[config.mk]
export PLATFORM = sky130hd
export DESIGN_NAME = exec_pipe_top
export DESIGN_NICKNAME = d
export VERILOG_FILES = /design/src/verilog/exec_pkg.sv /design/src/verilog/alu_pipe.sv /design/src/verilog/exec_pipe_top.sv /design/src/verilog/hazard_check.sv /design/src/verilog/issue_stage.sv /design/src/verilog/reg_file.sv /design/src/verilog/stage_pipe.sv
export SDC_FILE = /design/constraint.sdc
export NUM_CORES = 1
export LEC_CHECK = 0
export BUFFER_PORTS_ARGS = -buffer_cell sky130_fd_sc_hd__buf_2
export CORE_ASPECT_RATIO = 0.6
export CORE_UTILIZATION = 57
export DETAILED_ROUTE_END_ITERATION = 6
export PLACE_DENSITY = 0.79
export SLEW_MARGIN = 20
export SYNTH_ARGS = -nofsm -noshare
export SYNTH_HDL_FRONTEND = slang
export SYNTH_SLANG_ARGS = --single-unit
[constraint.sdc]
create_clock -name clk -period 5.7 [get_ports clk]
set_input_delay 1.14 -clock clk [delete_from_list [all_inputs] [get_ports clk]]
set_output_delay 1.14 -clock clk [all_outputs]
set_load 0.05 [all_outputs]
[src/verilog/exec_pkg.sv]
//######################################
// shared widths, opcodes and records of the
// execution pipeline. every RTL module that
// names one of these types imports it here.
//######################################
package exec_pkg;

  localparam int DATA_W  = 32;                // width of a data word.
  localparam int REG_CNT = 8;                 // registers in the register file.

  typedef logic [$clog2(REG_CNT)-1:0] reg_addr_t; // register index.
  typedef logic [DATA_W-1:0]          data_t;     // one data word.

  // opcodes, 3 bits wide; codes 5 to 7 are unused.
  typedef enum logic [2:0]
  {
    OP_ADD = 3'd0,                            // src_a + src_b.
    OP_SUB = 3'd1,                            // src_a - src_b.
    OP_AND = 3'd2,                            // src_a & src_b.
    OP_XOR = 3'd3,                            // src_a ^ src_b.
    OP_LI  = 3'd4                             // zero-extended imm, no sources.
  } op_e;

  // instruction word, 28 bits.
  typedef struct packed
  {
    op_e         op;                          // operation.
    reg_addr_t   dst;                         // destination register.
    reg_addr_t   src_a;                       // first source.
    reg_addr_t   src_b;                       // second source.
    logic [15:0] imm;                         // immediate for OP_LI.
  } instr_t;

  // writeback record carried down the delay chain, 36 bits.
  typedef struct packed
  {
    logic      valid;                         // record holds a live result.
    reg_addr_t dst;                           // register to write.
    data_t     result;                        // value to write.
  } wb_t;

endpackage

[src/verilog/alu_pipe.sv]
//######################################
// one-cycle ALU followed by the delay chain.
// the oldest stage of stage_bus is the
// writeback to the register file.
//######################################
`timescale 1ns/1ps

module alu_pipe
#(
  parameter int EXEC_DEPTH = 3                // delay registers after the ALU.
)
(
  input  logic             clk,
  input  logic             reset,
  input  logic             flush,             // squashes all stages.
  input  logic             iss_valid,
  input  exec_pkg::instr_t iss_instr,
  input  exec_pkg::data_t  iss_a,
  input  exec_pkg::data_t  iss_b,
  output exec_pkg::wb_t    stage_bus [EXEC_DEPTH]
);

  import exec_pkg::*;

  data_t result;                              // ALU output.
  wb_t   alu_wb;                              // record entering stage 0.

  always_comb
  begin
    case (iss_instr.op)
      OP_ADD:  result = iss_a + iss_b;
      OP_SUB:  result = iss_a - iss_b;
      OP_AND:  result = iss_a & iss_b;
      OP_XOR:  result = iss_a ^ iss_b;
      OP_LI:   result = DATA_W'(iss_instr.imm); // upper bits zero.
      default: result = '0;                   // unused codes write zero.
    endcase
  end

  always_comb
  begin
    alu_wb.valid  = iss_valid;
    alu_wb.dst    = iss_instr.dst;
    alu_wb.result = result;
  end

  stage_pipe #(
    .DEPTH (EXEC_DEPTH)
  ) delay_i (
    .clk    (clk),
    .reset  (reset),
    .squash (flush),
    .d      (alu_wb),
    .q      (stage_bus)
  );

endmodule

[src/verilog/exec_pipe_top.sv]
//######################################
// execution pipeline top. instruction in on
// valid/ready, result out on the wb ports,
// EXEC_DEPTH + 1 cycles from issue to write.
//######################################
`timescale 1ns/1ps

module exec_pipe_top
#(
  parameter int EXEC_DEPTH = 3                // delay registers after the ALU.
)
(
  input  logic                clk,
  input  logic                reset,
  input  logic                flush,
  input  logic                in_valid,
  input  exec_pkg::instr_t    in_instr,
  output logic                in_ready,
  output logic                wb_valid,
  output exec_pkg::reg_addr_t wb_dst,
  output exec_pkg::data_t     wb_data
);

  import exec_pkg::*;

  instr_t held_instr;                         // waiting instruction.
  logic   held_valid;
  logic   stall;
  logic   iss_valid;
  instr_t iss_instr;
  data_t  iss_a;
  data_t  iss_b;
  data_t  rd_a_data;
  data_t  rd_b_data;
  wb_t    stage_bus [EXEC_DEPTH];             // all in-flight results.
  wb_t    wb;                                 // oldest stage.

  issue_stage issue_i (
    .clk        (clk),
    .reset      (reset),
    .flush      (flush),
    .in_valid   (in_valid),
    .in_instr   (in_instr),
    .stall      (stall),
    .rd_a_data  (rd_a_data),
    .rd_b_data  (rd_b_data),
    .in_ready   (in_ready),
    .held_instr (held_instr),
    .held_valid (held_valid),
    .iss_valid  (iss_valid),
    .iss_instr  (iss_instr),
    .iss_a      (iss_a),
    .iss_b      (iss_b)
  );

  reg_file reg_file_i (
    .clk       (clk),
    .reset     (reset),
    .rd_a      (held_instr.src_a),
    .rd_b      (held_instr.src_b),
    .wr        (wb),
    .rd_a_data (rd_a_data),
    .rd_b_data (rd_b_data)
  );

  alu_pipe #(
    .EXEC_DEPTH (EXEC_DEPTH)
  ) alu_pipe_i (
    .clk       (clk),
    .reset     (reset),
    .flush     (flush),
    .iss_valid (iss_valid),
    .iss_instr (iss_instr),
    .iss_a     (iss_a),
    .iss_b     (iss_b),
    .stage_bus (stage_bus)
  );

  hazard_check #(
    .DEPTH (EXEC_DEPTH)
  ) hazard_i (
    .instr       (held_instr),
    .instr_valid (held_valid),
    .stage_bus   (stage_bus),
    .stall       (stall)
  );

  assign wb       = stage_bus[EXEC_DEPTH-1];  // written even during a flush.
  assign wb_valid = wb.valid;
  assign wb_dst   = wb.dst;
  assign wb_data  = wb.result;

endmodule

[src/verilog/hazard_check.sv]
//######################################
// read-after-write interlock. compares the
// held instruction's sources with the dst
// of every valid in-flight stage.
//######################################
`timescale 1ns/1ps

module hazard_check
#(
  parameter int DEPTH = 3                     // stages to compare against.
)
(
  input  exec_pkg::instr_t instr,             // instruction waiting to issue.
  input  logic             instr_valid,       // issue register is occupied.
  input  exec_pkg::wb_t    stage_bus [DEPTH], // in-flight writebacks.
  output logic             stall              // hold the instruction this cycle.
);

  import exec_pkg::*;

  logic uses_src;                             // instruction reads registers.
  logic hit_a;                                // src_a pending in some stage.
  logic hit_b;                                // src_b pending in some stage.

  always_comb
  begin
    hit_a = 1'b0;
    hit_b = 1'b0;
    for (int i = 0; i < DEPTH; i++)
    begin
      // the last stage counts too, its write lands at the end of this cycle.
      if (stage_bus[i].valid && (stage_bus[i].dst == instr.src_a))
        hit_a = 1'b1;
      if (stage_bus[i].valid && (stage_bus[i].dst == instr.src_b))
        hit_b = 1'b1;
    end
  end

  assign uses_src = (instr.op != OP_LI);      // li never waits.
  assign stall    = instr_valid && uses_src && (hit_a || hit_b);

endmodule

[src/verilog/issue_stage.sv]
//######################################
// issue register behind a valid/ready input.
// holds one instruction until the interlock
// clears, then issues it with its operands.
//######################################
`timescale 1ns/1ps

module issue_stage
(
  input  logic             clk,
  input  logic             reset,
  input  logic             flush,             // empties the issue register.
  input  logic             in_valid,
  input  exec_pkg::instr_t in_instr,
  input  logic             stall,             // from the hazard check.
  input  exec_pkg::data_t  rd_a_data,         // register file read of src_a.
  input  exec_pkg::data_t  rd_b_data,         // register file read of src_b.
  output logic             in_ready,
  output exec_pkg::instr_t held_instr,        // drives read indices and hazard check.
  output logic             held_valid,
  output logic             iss_valid,         // instruction leaves this cycle.
  output exec_pkg::instr_t iss_instr,
  output exec_pkg::data_t  iss_a,
  output exec_pkg::data_t  iss_b
);

  import exec_pkg::*;

  instr_t held_q;                             // the waiting instruction.
  logic   held_v;                             // held_q is occupied.
  logic   accept;                             // transfer on the input this cycle.

  assign iss_valid = held_v && !stall;
  // take a new one when empty or when the current one goes out now.
  assign in_ready  = (!held_v || iss_valid) && !flush;
  assign accept    = in_valid && in_ready;

  always_ff @(posedge clk)
  begin
    if (reset || flush)
      held_v <= 1'b0;
    else if (accept)
      held_v <= 1'b1;                         // refill, possibly while issuing.
    else if (iss_valid)
      held_v <= 1'b0;
  end

  always_ff @(posedge clk)
  begin
    if (accept)
      held_q <= in_instr;                     // payload, no reset.
  end

  assign held_instr = held_q;
  assign held_valid = held_v;

  // operands come straight from the register file in the issue cycle.
  assign iss_instr = held_q;
  assign iss_a     = rd_a_data;
  assign iss_b     = rd_b_data;

endmodule

[src/verilog/reg_file.sv]
//######################################
// 8 x 32 register file, two asynchronous
// read ports and one write port fed by
// the writeback record.
//######################################
`timescale 1ns/1ps

module reg_file
(
  input  logic                clk,
  input  logic                reset,
  input  exec_pkg::reg_addr_t rd_a,           // read index, port a.
  input  exec_pkg::reg_addr_t rd_b,           // read index, port b.
  input  exec_pkg::wb_t       wr,             // write request.
  output exec_pkg::data_t     rd_a_data,      // read data, port a.
  output exec_pkg::data_t     rd_b_data       // read data, port b.
);

  import exec_pkg::*;

  data_t regs [REG_CNT];                      // register storage.

  always_ff @(posedge clk)
  begin
    if (reset)
    begin
      for (int i = 0; i < REG_CNT; i++)
      begin
        regs[i] <= '0;                        // architectural state starts at zero.
      end
    end
    else if (wr.valid)
      regs[wr.dst] <= wr.result;
  end

  assign rd_a_data = regs[rd_a];              // no bypass of the write in progress.
  assign rd_b_data = regs[rd_b];

endmodule

[src/verilog/stage_pipe.sv]
//######################################
// shift chain of writeback records. every
// stage is visible on q for hazard checks,
// the last one is the writeback itself.
//######################################
`timescale 1ns/1ps

module stage_pipe
#(
  parameter int DEPTH = 3                     // number of delay registers.
)
(
  input  logic           clk,
  input  logic           reset,
  input  logic           squash,              // drops every record in flight.
  input  exec_pkg::wb_t  d,                   // record entering stage 0.
  output exec_pkg::wb_t  q [DEPTH]            // all stages, q[DEPTH-1] is the oldest.
);

  always_ff @(posedge clk)
  begin
    q[0] <= d;                                // payload moves every cycle.
    for (int i = 1; i < DEPTH; i++)
    begin
      q[i] <= q[i-1];
    end
    // only the valid bits need clearing, later assignment wins.
    if (reset || squash)
    begin
      for (int i = 0; i < DEPTH; i++)
      begin
        q[i].valid <= 1'b0;
      end
    end
  end

endmodule
==> results of run 1 <==
## layout make-up
cell class	count	area, sq um
clock inverters	19	138
flip-flops and latches	399	10800
fillers	2613	12800
multi-input cells	1036	9370
repair buffers	112	699
clock buffers	49	1030
diodes	1	2.50
inverters	27	101
well taps	467	584
## power by group
part	switching (W)	total [W]	leakage [nW]	internal [W]
Combinational	0.000877	0.00145	4.52	0.000577
Clock	0.00111	0.00245	0.568	0.00134
Sequential	0.000190	0.00349	3.86	0.00330
## per-stage QoR
stage          hold slack [ns]  worst slack (ns)  util [%]  cells
3_5_place_dp             0.312             0.221      60.7   2040
4_1_cts                  0.322             0.213      64.0   2108
6_report                 0.322             0.319      64.1   2110
5_1_grt                  0.327            0.0562      64.1   2109
2_1_floorplan            0.310             0.113         -   1585
3_3_place_gp             0.310             0.357      60.6   2039
## logic make-up after synthesis
kind of cell,count (synthesis),share of synthesized area (%)
flops,399,51.8
fa+ha+maj,65,3.93
mux,243,19.2
compound gates,178,5.58
simple gates,482,13.1
xor+xnor,68,2.85
buf+inv,150,3.51
## critical path, cell delays in order, from the launching register on
cell and delay (ns):
sky130_fd_sc_hd__dfxtp_4 0.67, sky130_fd_sc_hd__buf_12 0.27, sky130_fd_sc_hd__buf_4 0.25, sky130_fd_sc_hd__mux4_1 0.59
sky130_fd_sc_hd__mux2_4 0.32, sky130_fd_sc_hd__or3_4 0.35, sky130_fd_sc_hd__or3_4 0.35, sky130_fd_sc_hd__or2_4 0.25
sky130_fd_sc_hd__or3_4 0.40, sky130_fd_sc_hd__o31ai_4 0.19, sky130_fd_sc_hd__xnor2_1 0.09, sky130_fd_sc_hd__ha_1 0.38
sky130_fd_sc_hd__a21o_1 0.24, sky130_fd_sc_hd__nand2_1 0.07, sky130_fd_sc_hd__nand3b_1 0.07, sky130_fd_sc_hd__a31oi_1 0.31
sky130_fd_sc_hd__xnor2_1 0.21, sky130_fd_sc_hd__nand2_1 0.09, sky130_fd_sc_hd__a21oi_1 0.19
## worst paths after layout
kind                                               start                        end  cells past startpoint
worst min register to register  alu_pipe_i.delay_i.q[55]   alu_pipe_i.delay_i.q[19]                      0
worst min-delay path            alu_pipe_i.delay_i.q[55]   alu_pipe_i.delay_i.q[19]                      0
worst max-delay path                           flip-flop  alu_pipe_i.delay_i.q[101]                     18
worst max register to register                 flip-flop  alu_pipe_i.delay_i.q[101]                     18
## flip-flops by register name, summed over array words and instances (netlist names), named ones only
register,count
reg_file_i.regs,256
alu_pipe_i.delay_i.q,108
issue_i.held_instr,28
issue_i.held_valid,1
## cells in the final DEF, fill, tap and decap left out, types with 7 or more instances in the layout
| cell | count |
|---|---|
| sky130_fd_sc_hd__buf_2 | 68 |
| sky130_fd_sc_hd__or2_2 | 13 |
| sky130_fd_sc_hd__mux2i_1 | 56 |
| sky130_fd_sc_hd__xor2_1 | 30 |
| sky130_fd_sc_hd__a21o_1 | 14 |
| sky130_fd_sc_hd__nand3_1 | 23 |
| sky130_fd_sc_hd__nor3_1 | 22 |
| sky130_fd_sc_hd__clkbuf_16 | 39 |
| sky130_fd_sc_hd__xnor2_1 | 38 |
| sky130_fd_sc_hd__dfxtp_1 | 109 |
| sky130_fd_sc_hd__and2_1 | 263 |
| sky130_fd_sc_hd__nor2_1 | 53 |
| sky130_fd_sc_hd__ha_1 | 64 |
| sky130_fd_sc_hd__o221ai_1 | 7 |
| sky130_fd_sc_hd__o21ai_0 | 33 |
| sky130_fd_sc_hd__a21oi_1 | 52 |
| sky130_fd_sc_hd__nand2b_1 | 16 |
| sky130_fd_sc_hd__edfxtp_1 | 284 |
| sky130_fd_sc_hd__clkbuf_1 | 8 |
| sky130_fd_sc_hd__mux4_2 | 112 |
| sky130_fd_sc_hd__o31ai_1 | 8 |
| sky130_fd_sc_hd__clkinv_2 | 8 |
| sky130_fd_sc_hd__a211oi_1 | 14 |
| sky130_fd_sc_hd__buf_4 | 41 |
| sky130_fd_sc_hd__inv_1 | 26 |
| sky130_fd_sc_hd__mux2_2 | 68 |
| sky130_fd_sc_hd__nand2_1 | 46 |
## metal layers
layer	track usage, %	vias to the layer above
li1	-	5923
met1	43.2	6764
met2	46.0	744
met3	9.80	91
met4	8.12	0
met5	0	-
## timing repair
action	4_1_cts	5_1_grt
setup endpoints to repair	0	5
resized for setup	0	2
buffers inserted	0	1
==> reports/summary.log, run 1 <==
qor: outcome.run_status finished clean
qor: placement.placed_area 21600 sq um
qor: cells_and_area.layout.nets 1710
qor: clock_network.htreeDepth 2
qor: power_and_ir_drop.cellLeakagePower 8.95 nW
qor: placement.io_buffers 68
qor: clock_network.max-clock-path-buffers 3
qor: route.detail_route.wirelength.met1 24200 um
qor: clock_network.cts-root-buf sky130_fd_sc_hd__clkbuf_16
qor: floorplan.floorplan.die_area 37500 sq um
qor: logic_synthesis.ys.warnings.count 0
qor: route.drc 0
qor: route.postRouteAntennaNets 0
qor: route.detailroute.wirelength.met3 6720 um
qor: clock_network.worstSkewPairLatency 0.54 ns
qor: route.routed_wirelength 56600 um
qor: sta.rsz_0062_raised_after_global_routing false
qor: floorplan.die_height 150 um
qor: sta.report.final.setup_viol 0
qor: logic_synthesis.yosys-top-cells-area sky130_fd_sc_hd__edfxtp_1 41%, sky130_fd_sc_hd__mux4_2 12%, sky130_fd_sc_hd__dfxtp_1 11%
qor: sta.final_period_minus_worst_setup_slack 5.38 ns
qor: logic_synthesis.most_frequent_cell_after_synthesis sky130_fd_sc_hd__edfxtp_1
qor: route.maxUsedRoutingLayer met4
qor: global_route.number_of_antenna_violations_at_the_first_check_in_global_routing 1
qor: logic_synthesis.synth_fp_nets 1682
qor: logic_synthesis.mean_instance_size_in_the_synthesized_netlist 13.2 sq um
qor: floorplan.row_count 53
qor: power_and_ir_drop.power.total 0.00739 W
qor: sta.max_freq 0.186 GHz
qor: worst_setup_path.crit_type flip-flop to flip-flop
qor: sta.fin_setup_tns 0 ns
qor: clock_network.clock-sinks 399
qor: route.drt_first_iter_violations 1791
qor: route.detail_route.vias_per_cell 6.41
qor: worst_setup_path.crit_required 6.16 ns
qor: sta.final.setup_skew 0.0171 ns
qor: sta.hold_viol 0
qor: logic_synthesis.synth.top_cells.by_count 284 x sky130_fd_sc_hd__edfxtp_1, 264 x sky130_fd_sc_hd__and2_1, 115 x sky130_fd_sc_hd__dfxtp_1
qor: worst_setup_path.critical_path_arrival 5.84 ns
qor: global_route.grt_max_degree 40
qor: route.vias_post_dr 13500
qor: floorplan.placeableCoreArea 35500 sq um
qor: route.drt-pass1-iter-count 5
qor: floorplan.initial_utilization 58.8%
qor: global_route.grt_remaining_overflow 0
qor: logic_synthesis.netlist-cell-type-count 66
qor: floorplan.chipWidth 249 um
qor: sta.max-slew-margin-rel 30.8%
qor: logic_synthesis.synthDominantCellAreaShare 40.8%
qor: worst_setup_path.reg2reg_setup_slack 0.32 ns
qor: logic_synthesis.synth_edf_count 284
qor: route.met2_length 24400 um
qor: placement.place_congestion 0.978
qor: logic_synthesis.ys_dominant_reg_cell sky130_fd_sc_hd__edfxtp_1
qor: power_and_ir_drop.peakVddDrop 0.226 mV
qor: clock_network.number_of_buffers_created_by_cts 37
qor: sta.tightestPinTransition 1.04 ns
qor: worst_setup_path.crit_path_max_fanout 21
qor: global_route.grt_pass1_wl 84000 um
qor: cells_and_area.drive_above_1_share 23.6%
qor: sta.period_share 94.4%
qor: worst_setup_path.endpoint_kind flip-flop
qor: clock_network.clk_pin_slew 0.07 ns
qor: cells_and_area.syn2layout_area_growth 8.96%
qor: logic_synthesis.post_synth_inst_count 1585
qor: logic_synthesis.number_of_flip_flops_and_latches_in_the_synthesized_netlist 399
qor: flow_run.max_cap_viol_count 0
qor: clock_network.post_cts_hold_buffer_count 0
qor: placement.detailed_place_hpwl 36600 um
qor: global_route.track_usage 30.6%
qor: sta.slew_violations 0
qor: cells_and_area.fin_area 22800 sq um
qor: power_and_ir_drop.power-per-cell-area 325 nW/um^2
qor: worst_setup_path.startpoint_type flip-flop
qor: global_route.first_global_vias 13500
qor: logic_synthesis.synth_top_area_cell sky130_fd_sc_hd__edfxtp_1
qor: min_path.hold_class flip-flop to flip-flop
qor: logic_synthesis.synth_async_sr_flop_share 0%
qor: logic_synthesis.synth_seq_area_share 51.8%
qor: route.wl_per_cell 26.8 um
qor: floorplan.ios 69
qor: logic_synthesis.synth_area 20900 sq um
qor: clock_network.cts_tree built
No activity file was read; power rests on OpenSTA's default activity.
==> run 2: changes to the inputs <==
--- a/config.mk
+++ b/config.mk
@@ -5,6 +5,7 @@
 export SDC_FILE = /design/constraint.sdc
 export NUM_CORES = 1
 export LEC_CHECK = 0
+export ABC_AREA = 1
 export BUFFER_PORTS_ARGS = -buffer_cell sky130_fd_sc_hd__buf_2
 export CORE_ASPECT_RATIO = 0.6
 export CORE_UTILIZATION = 57
==> run 2 against run 1 <==
  * Area after synthesis rose by 3.9%
  * Critical path depth grew 4
  * Utilization shrank 0.94 points
  * Total power is 7.5% higher
  * Maximum frequency up 6.5%
  * Via count grew 40%
  * Sequential share of layout area is 1.1 points lower
  * Critical path type unchanged
  * Largest power group unchanged
==> reports/summary.log, run 2 <==
qor: floorplan.initial_utilization 58.9%
qor: logic_synthesis.synth_seq_area_share 49.9%
qor: route.drt_first_iter_violations 2823
qor: global_route.grt_max_degree 97
qor: cells_and_area.layout.cells.most_common sky130_fd_sc_hd__nand2_1
qor: min_path.hold_class flip-flop to flip-flop
qor: route.drt-pass1-iter-count 6
qor: clock_network.ctsResizeCount 0
qor: placement.place_congestion 0.977
qor: sta.tightestPinTransition 1.17 ns
qor: clock_network.clk_pin_slew 0.07 ns
qor: sta.hold_viol 0
qor: power_and_ir_drop.power-per-cell-area 341 nW/um^2
qor: logic_synthesis.number_of_flip_flops_and_latches_in_the_synthesized_netlist 399
qor: logic_synthesis.mean_instance_size_in_the_synthesized_netlist 8.08 sq um
qor: logic_synthesis.synth_area 21700 sq um
qor: logic_synthesis.synthDominantCellAreaShare 39.3%
qor: logic_synthesis.synth.top_cells.by_count 597 x sky130_fd_sc_hd__nand2_1, 415 x sky130_fd_sc_hd__nor2_1, 337 x sky130_fd_sc_hd__inv_1
qor: sta.max-slew-margin-rel 21.4%
qor: logic_synthesis.post_synth_inst_count 2687
qor: worst_setup_path.crit_path_max_fanout 63
qor: global_route.grt_pass1_wl 103000 um
qor: worst_setup_path.critical_path_arrival 5.50 ns
qor: cells_and_area.drive_above_1_share 8.19%
qor: global_route.first_global_vias 17700
qor: logic_synthesis.synth-compound-area-share 10.6%
qor: route.detail_route.vias_per_cell 5.92
qor: outcome.run_status finished clean
qor: sta.fin_setup_tns 0 ns
qor: sta.final_period_minus_worst_setup_slack 5.05 ns
qor: worst_setup_path.endpoint_kind flip-flop
qor: sta.max_freq 0.198 GHz
qor: logic_synthesis.synth_fa_ha_area_share 3.78%
qor: route.drc 0
qor: global_route.grt_remaining_overflow 0
qor: clock_network.clock-sinks 399
qor: power_and_ir_drop.peakVddDrop 0.232 mV
qor: logic_synthesis.netlist-cell-type-count 48
qor: logic_synthesis.most_frequent_cell_after_synthesis sky130_fd_sc_hd__nand2_1
qor: global_route.number_of_antenna_violations_at_the_first_check_in_global_routing 1
qor: logic_synthesis.synth_simple_gate_area_share 23.5%
qor: clock_network.htreeDepth 2
qor: clock_network.max-clock-path-buffers 3
qor: power_and_ir_drop.cellLeakagePower 10.0 nW
qor: sta.report.final.setup_viol 0
qor: cells_and_area.post_route_core_utilization 63.1%
qor: clock_network.number_of_buffers_created_by_cts 38
qor: floorplan.chipWidth 254 um
qor: floorplan.placeableCoreArea 36900 sq um
qor: floorplan.row_count 54
qor: logic_synthesis.synth_top_area_cell sky130_fd_sc_hd__edfxtp_1
qor: cells_and_area.max_flop_register reg_file_i.regs
qor: logic_synthesis.ys_dominant_reg_cell sky130_fd_sc_hd__edfxtp_1
qor: sta.slew_violations 0
qor: cells_and_area.syn2layout_area_growth 7.25%
qor: route.vias_post_dr 18900
qor: logic_synthesis.synth.area.mux_share 0%
qor: clock_network.postCtsSetupBuffers 0
qor: clock_network.cts_tree built
qor: route.routed_wirelength 68000 um
qor: clock_network.worstSkewPairLatency 0.56 ns
qor: clock_network.post_cts_hold_buffer_count 0
qor: flow_run.max_cap_viol_count 0
qor: sta.period_share 88.7%
qor: logic_synthesis.synth_edf_count 284
qor: cells_and_area.largest_register_ffs 256
qor: floorplan.ios 69
qor: logic_synthesis.synth_top_family_by_area simple AND/OR/NAND/NOR gates
qor: logic_synthesis.ys.warnings.count 0
qor: worst_setup_path.startpoint_type flip-flop
qor: logic_synthesis.synth-xor-area-share 1.94%
qor: logic_synthesis.yosys-top-cells-area sky130_fd_sc_hd__edfxtp_1 39%, sky130_fd_sc_hd__dfxtp_1 11%, sky130_fd_sc_hd__nand2_1 10%
qor: worst_setup_path.crit_type flip-flop to flip-flop
qor: floorplan.die_height 153 um
qor: logic_synthesis.synth_async_sr_flop_share 0%
qor: placement.io_buffers 68
qor: cells_and_area.layout.nets 2753
qor: placement.detailed_place_hpwl 43400 um
qor: sta.rsz_0062_raised_after_global_routing false
qor: sta.final.setup_skew 0.0156 ns
qor: floorplan.floorplan.die_area 38900 sq um
qor: cells_and_area.most-common-layout-cells 589 x sky130_fd_sc_hd__nand2_1, 412 x sky130_fd_sc_hd__nor2_1, 334 x sky130_fd_sc_hd__inv_1
qor: logic_synthesis.synth_fp_nets 2784
qor: worst_setup_path.crit_required 6.14 ns
qor: route.postRouteAntennaNets 0
qor: route.wl_per_cell 21.3 um
qor: global_route.track_usage 35.2%
qor: cells_and_area.diodes 0
qor: clock_network.cts-root-buf sky130_fd_sc_hd__clkbuf_16
-- run 2: cell types whose count changed after synthesis, sizes merged, moves of 118 or more --
cell	previous run	this run
and2	264	0
nor2	59	421
inv	26	344
o21ai	34	168
mux4	118	0
nand3	23	188
nand2	46	601
-- run 2: kinds of logic after synthesis --
group | count (synthesis)
compound gates | 404
xor+xnor | 48
fa+ha+maj | 65
buf+inv | 515
flops | 399
simple gates | 1256
-- run 2: critical path, cell delays in order, from the launching register on --
cell and delay [ns]:
sky130_fd_sc_hd__dfxtp_4 0.72, sky130_fd_sc_hd__buf_4 0.65, sky130_fd_sc_hd__nand2_1 0.15, sky130_fd_sc_hd__nand3_1 0.12
sky130_fd_sc_hd__nand3_1 0.08, sky130_fd_sc_hd__nand2_1 0.31, sky130_fd_sc_hd__nand2_1 0.09, sky130_fd_sc_hd__nor2_1 0.21
sky130_fd_sc_hd__nand2_1 0.08, sky130_fd_sc_hd__nor2_1 0.09, sky130_fd_sc_hd__inv_1 0.07, sky130_fd_sc_hd__o21ai_0 0.22
sky130_fd_sc_hd__xor2_1 0.24, sky130_fd_sc_hd__ha_1 0.32, sky130_fd_sc_hd__inv_1 0.11, sky130_fd_sc_hd__o21ai_0 0.14
sky130_fd_sc_hd__a31oi_1 0.28, sky130_fd_sc_hd__o21ai_0 0.20, sky130_fd_sc_hd__a21oi_1 0.29, sky130_fd_sc_hd__o21ai_0 0.16
sky130_fd_sc_hd__nand2_1 0.08, sky130_fd_sc_hd__nand2_1 0.04, sky130_fd_sc_hd__o21ai_0 0.24
-- run 2: cell type report --
| cell class | count | area [sq um] |
|---|---|---|
| inverters | 345 | 1300 |
| flip-flops and latches | 399 | 10800 |
| fillers | 3177 | 13600 |
| clock buffers | 54 | 1140 |
| repair buffers | 99 | 586 |
| multi-input cells | 1773 | 8690 |
| clock inverters | 15 | 95.1 |
| well taps | 504 | 631 |
-- run 2: worst paths after layout --
path	startpoint	to	slack, ns	cells after the start
min reg2reg	alu_pipe_i.delay_i.q[38]	alu_pipe_i.delay_i.q[2]	0.32	0
max reg2reg	flip-flop	alu_pipe_i.delay_i.q[92]	0.65	22
max	flip-flop	alu_pipe_i.delay_i.q[92]	0.65	22
min	alu_pipe_i.delay_i.q[38]	alu_pipe_i.delay_i.q[2]	0.32	0
-- run 2: power breakdown --
part | total (W) | internal, W | switching (W)
combinational | 0.00189 | 0.000506 | 0.00139
sequential | 0.00349 | 0.00332 | 0.000164
clock | 0.00257 | 0.00141 | 0.00116
-- run 2: layer usage --
metal | global-route usage [%] | vias up | routed length (um)
met3 | 15.5 | 159 | 12200
met2 | 47.4 | 1359 | 26800
met4 | 9.32 | 2 | 1510
li1 | - | 8676 | -
met5 | 0 | - | 13
met1 | 50.9 | 8691 | 27600
-- run 2: per-stage QoR --
step | total power (W) | setup WS, ns | hold slack (ns) | instance area [sq um] | std cells
global placement | 0.00533 | 0.981 | 0.310 | 22000 | 3119
CTS | 0.00788 | 0.870 | 0.323 | 23300 | 3188
floorplan | 0.00484 | 2.01 | 0.310 | 21700 | 2687
global route | 0.00825 | 0.317 | 0.324 | 23300 | 3189
detailed placement | 0.00535 | 0.885 | 0.312 | 22000 | 3119
finish | 0.00795 | 0.646 | 0.320 | 23300 | 3189
==> run 3: changes to the inputs <==
==> constraint.sdc (replaced) <==
create_clock -name clk -period 4.4 [get_ports clk]
set_input_delay 0.88 -clock clk [delete_from_list [all_inputs] [get_ports clk]]
set_output_delay 0.88 -clock clk [all_outputs]
set_load 0.05 [all_outputs]
==> run 3 against run 2 <==
  * Register-to-register slack worse by 0.52 ns
  * Critical path depth unchanged
  * First-iteration DRC count up 14%
  * Clock power up 31%
  * Count of clock-buffer cells in the layout unchanged
  * Final cell count up 1.3%
  * Sequential power up 28%
  * Routed wire length up 2.8%
  * Cell area up 1.7%
  * Setup slack worse by 0.52 ns
  * Critical path type unchanged
  * Largest power group unchanged
==> reports/summary.log, run 3 (synthesized netlist as in run 2, its figures left out) <==
qor: route.drt-pass1-iter-count 7
qor: power_and_ir_drop.power-per-cell-area 442 nW/um^2
qor: clock_network.clk_pin_slew 0.07 ns
qor: power_and_ir_drop.peakVddDrop 0.371 mV
qor: worst_setup_path.crit_required 4.83 ns
qor: sta.hold_viol 0
qor: outcome.run_status finished clean
qor: placement.dp.cells 3158
qor: clock_network.max-clock-path-buffers 3
qor: flow_run.max_cap_viol_count 0
qor: sta.tightestPinTransition 1.19 ns
qor: cells_and_area.fin_area 23700 sq um
qor: sta.max-slew-margin-rel 20.4%
qor: cells_and_area.max_flop_register reg_file_i.regs
qor: route.detail_route.vias_per_cell 5.94
qor: worst_setup_path.crit_type flip-flop to flip-flop
qor: placement.place_congestion 1.00
qor: placement.detailed_place_hpwl 46500 um
qor: cells_and_area.largest_register_ffs 256
qor: sta.report.final.setup_viol 0
qor: clock_network.post_cts_hold_buffer_count 0
qor: cells_and_area.layout.cells.non_filler 3229
qor: sta.final.setup_skew 0.0167 ns
qor: route.postRouteAntennaNets 0
qor: sta.final_period_minus_worst_setup_slack 4.28 ns
qor: clock_network.worstSkewPairLatency 0.56 ns
qor: worst_setup_path.startpoint_type flip-flop
qor: floorplan.placeableCoreArea 36900 sq um
qor: route.vias_post_dr 19200
qor: clock_network.htreeDepth 2
qor: floorplan.ios 69
qor: cells_and_area.diodes 0
qor: worst_setup_path.crit_path_max_fanout 21
qor: cells_and_area.syn2layout_area_growth 9.07%
qor: floorplan.chipWidth 254 um
qor: cells_and_area.drive_above_1_share 9.61%
qor: worst_setup_path.worst_path_largest_cell_delay 0.41 ns
qor: clock_network.number_of_buffers_created_by_cts 39
qor: clock_network.clock-sinks 399
qor: global_route.track_usage 35.7%
qor: sta.finalHoldWorstSlack 0.321 ns
qor: sta.fin_setup_tns 0 ns
qor: cells_and_area.most-common-layout-cells 585 x sky130_fd_sc_hd__nand2_1, 411 x sky130_fd_sc_hd__nor2_1, 334 x sky130_fd_sc_hd__inv_1
qor: cells_and_area.fill_cells 3109
qor: clock_network.cts_tree built
qor: cells_and_area.layout.nets 2793
qor: placement.io_buffers 68
qor: sta.period_share 97.3%
qor: global_route.grt_pass1_wl 104000 um
qor: global_route.first_global_vias 17700
qor: floorplan.row_count 54
qor: worst_setup_path.critical_path.cell_chain inv_4 > buf_4 > nand2_1 > nand3_1 > nand3_1 > nand2_2 > nand2_1 > nor2_2 > nand2_1 > nor2_4 > inv_2 > o21ai_4 > nand3_1 > xor2_1 > ha_1 > a21oi_1 > nor2_1 > nor2_1 > o2111ai_1 > or2_2 > nand3_1 > nand2_1
qor: floorplan.floorplan.die_area 38900 sq um
qor: route.drt_first_iter_violations 3232
qor: global_route.grt_remaining_overflow 0
qor: worst_setup_path.critical_path_arrival 4.71 ns
qor: cells_and_area.layout.cells.most_common sky130_fd_sc_hd__nand2_1
qor: clock_network.cts-root-buf sky130_fd_sc_hd__clkbuf_16
qor: sta.max_freq 0.234 GHz
qor: placement.placed_area 22300 sq um
qor: worst_setup_path.endpoint_kind flip-flop
qor: power_and_ir_drop.cellLeakagePower 10.2 nW
qor: global_route.number_of_antenna_violations_at_the_first_check_in_global_routing 0
qor: min_path.hold_class flip-flop to flip-flop
qor: route.routed_wirelength 69900 um
qor: sta.rsz_0062_raised_after_global_routing true
qor: route.drc 0
qor: floorplan.initial_utilization 58.9%
qor: route.wl_per_cell 21.7 um
qor: floorplan.die_height 153 um
qor: global_route.grt_max_degree 74
qor: sta.slew_violations 0
qor: worst_setup_path.cp_slowest_cell sky130_fd_sc_hd__dfxtp_4
run 3: cell count changes in the layout (fill, tap and decap cells not counted), moves of 3 or more:
| cell | change |
|---|---|
| sky130_fd_sc_hd__nand2_2 | +8 |
| sky130_fd_sc_hd__o21ai_1 | +6 |
| sky130_fd_sc_hd__buf_4 | +33 |
| sky130_fd_sc_hd__nand2_1 | -4 |
| sky130_fd_sc_hd__clkbuf_8 | -5 |
| sky130_fd_sc_hd__o21ai_0 | -7 |
| sky130_fd_sc_hd__clkbuf_1 | +3 |
| sky130_fd_sc_hd__clkinv_1 | +5 |
| sky130_fd_sc_hd__buf_12 | +3 |
| sky130_fd_sc_hd__clkinv_2 | -4 |
| sky130_fd_sc_hd__nand2_4 | -4 |
run 3: routing by layer:
metal / vias to the layer above / wire length (um) / GRT usage (%)
met5: - / 125 / 2.61
li1: 8746 / - / -
met4: 4 / 1740 / 9.35
met2: 1479 / 27200 / 47.7
met3: 166 / 13400 / 18.2
met1: 8784 / 27400 / 50.1
run 3: path summary, 6_finish.rpt:
| kind | cells after the start | slack [ns] | to | from |
|---|---|---|---|---|
| worst min register to register | 0 | 0.32 | alu_pipe_i.delay_i.q[1] | alu_pipe_i.delay_i.q[37] |
| worst max-delay path | 22 | 0.12 | alu_pipe_i.delay_i.q[97] | flip-flop |
| worst min-delay path | 0 | 0.32 | alu_pipe_i.delay_i.q[1] | alu_pipe_i.delay_i.q[37] |
| worst max register to register | 22 | 0.12 | alu_pipe_i.delay_i.q[97] | flip-flop |
run 3: critical path, delay by kind of cell (launching register included):
kind                       cells  cell delay, ns
AOI/OAI and AO/OA              3            0.70
adders and majority gates      1            0.38
and+or+nand+nor               14            2.01
buffers and inverters          3            0.49
xor gates and xnor gates       1            0.17
DFF                            1            0.41
run 3: what timing repair did:
item,in CTS,in global routing
setup buffers,0,1
gates resized for setup,0,29
setup endpoints to repair,0,14
run 3: per-stage QoR:
stage | setup WS (ns) | util, % | total power [W]
floorplan | 0.711 | - | 0.00627
global placement | 0.228 | 60.6 | 0.00700
detailed placement | 0.153 | 60.6 | 0.00704
CTS | 0.111 | 64.0 | 0.0104
global route | -0.0441 | 64.2 | 0.0109
finish | 0.121 | 64.2 | 0.0105
run 3: final cells by class:
cell class	instances	area, sq um	area share (%)
Clock buffer	54	1140	4.80
Clock inverter	16	119	0.502
Inverter	345	1300	5.49
Multi-Input combinational cell	1773	8730	36.8
Sequential cell	399	10800	45.8
Tap cell	504	631	2.66
Timing Repair Buffer	138	931	3.93
run 3: report_power, final:
| part | internal (W) | switching (W) | total, W |
|---|---|---|---|
| Sequential | 0.00430 | 0.000181 | 0.00448 |
| Combinational | 0.000722 | 0.00190 | 0.00263 |
| Clock | 0.00188 | 0.00149 | 0.00337 |
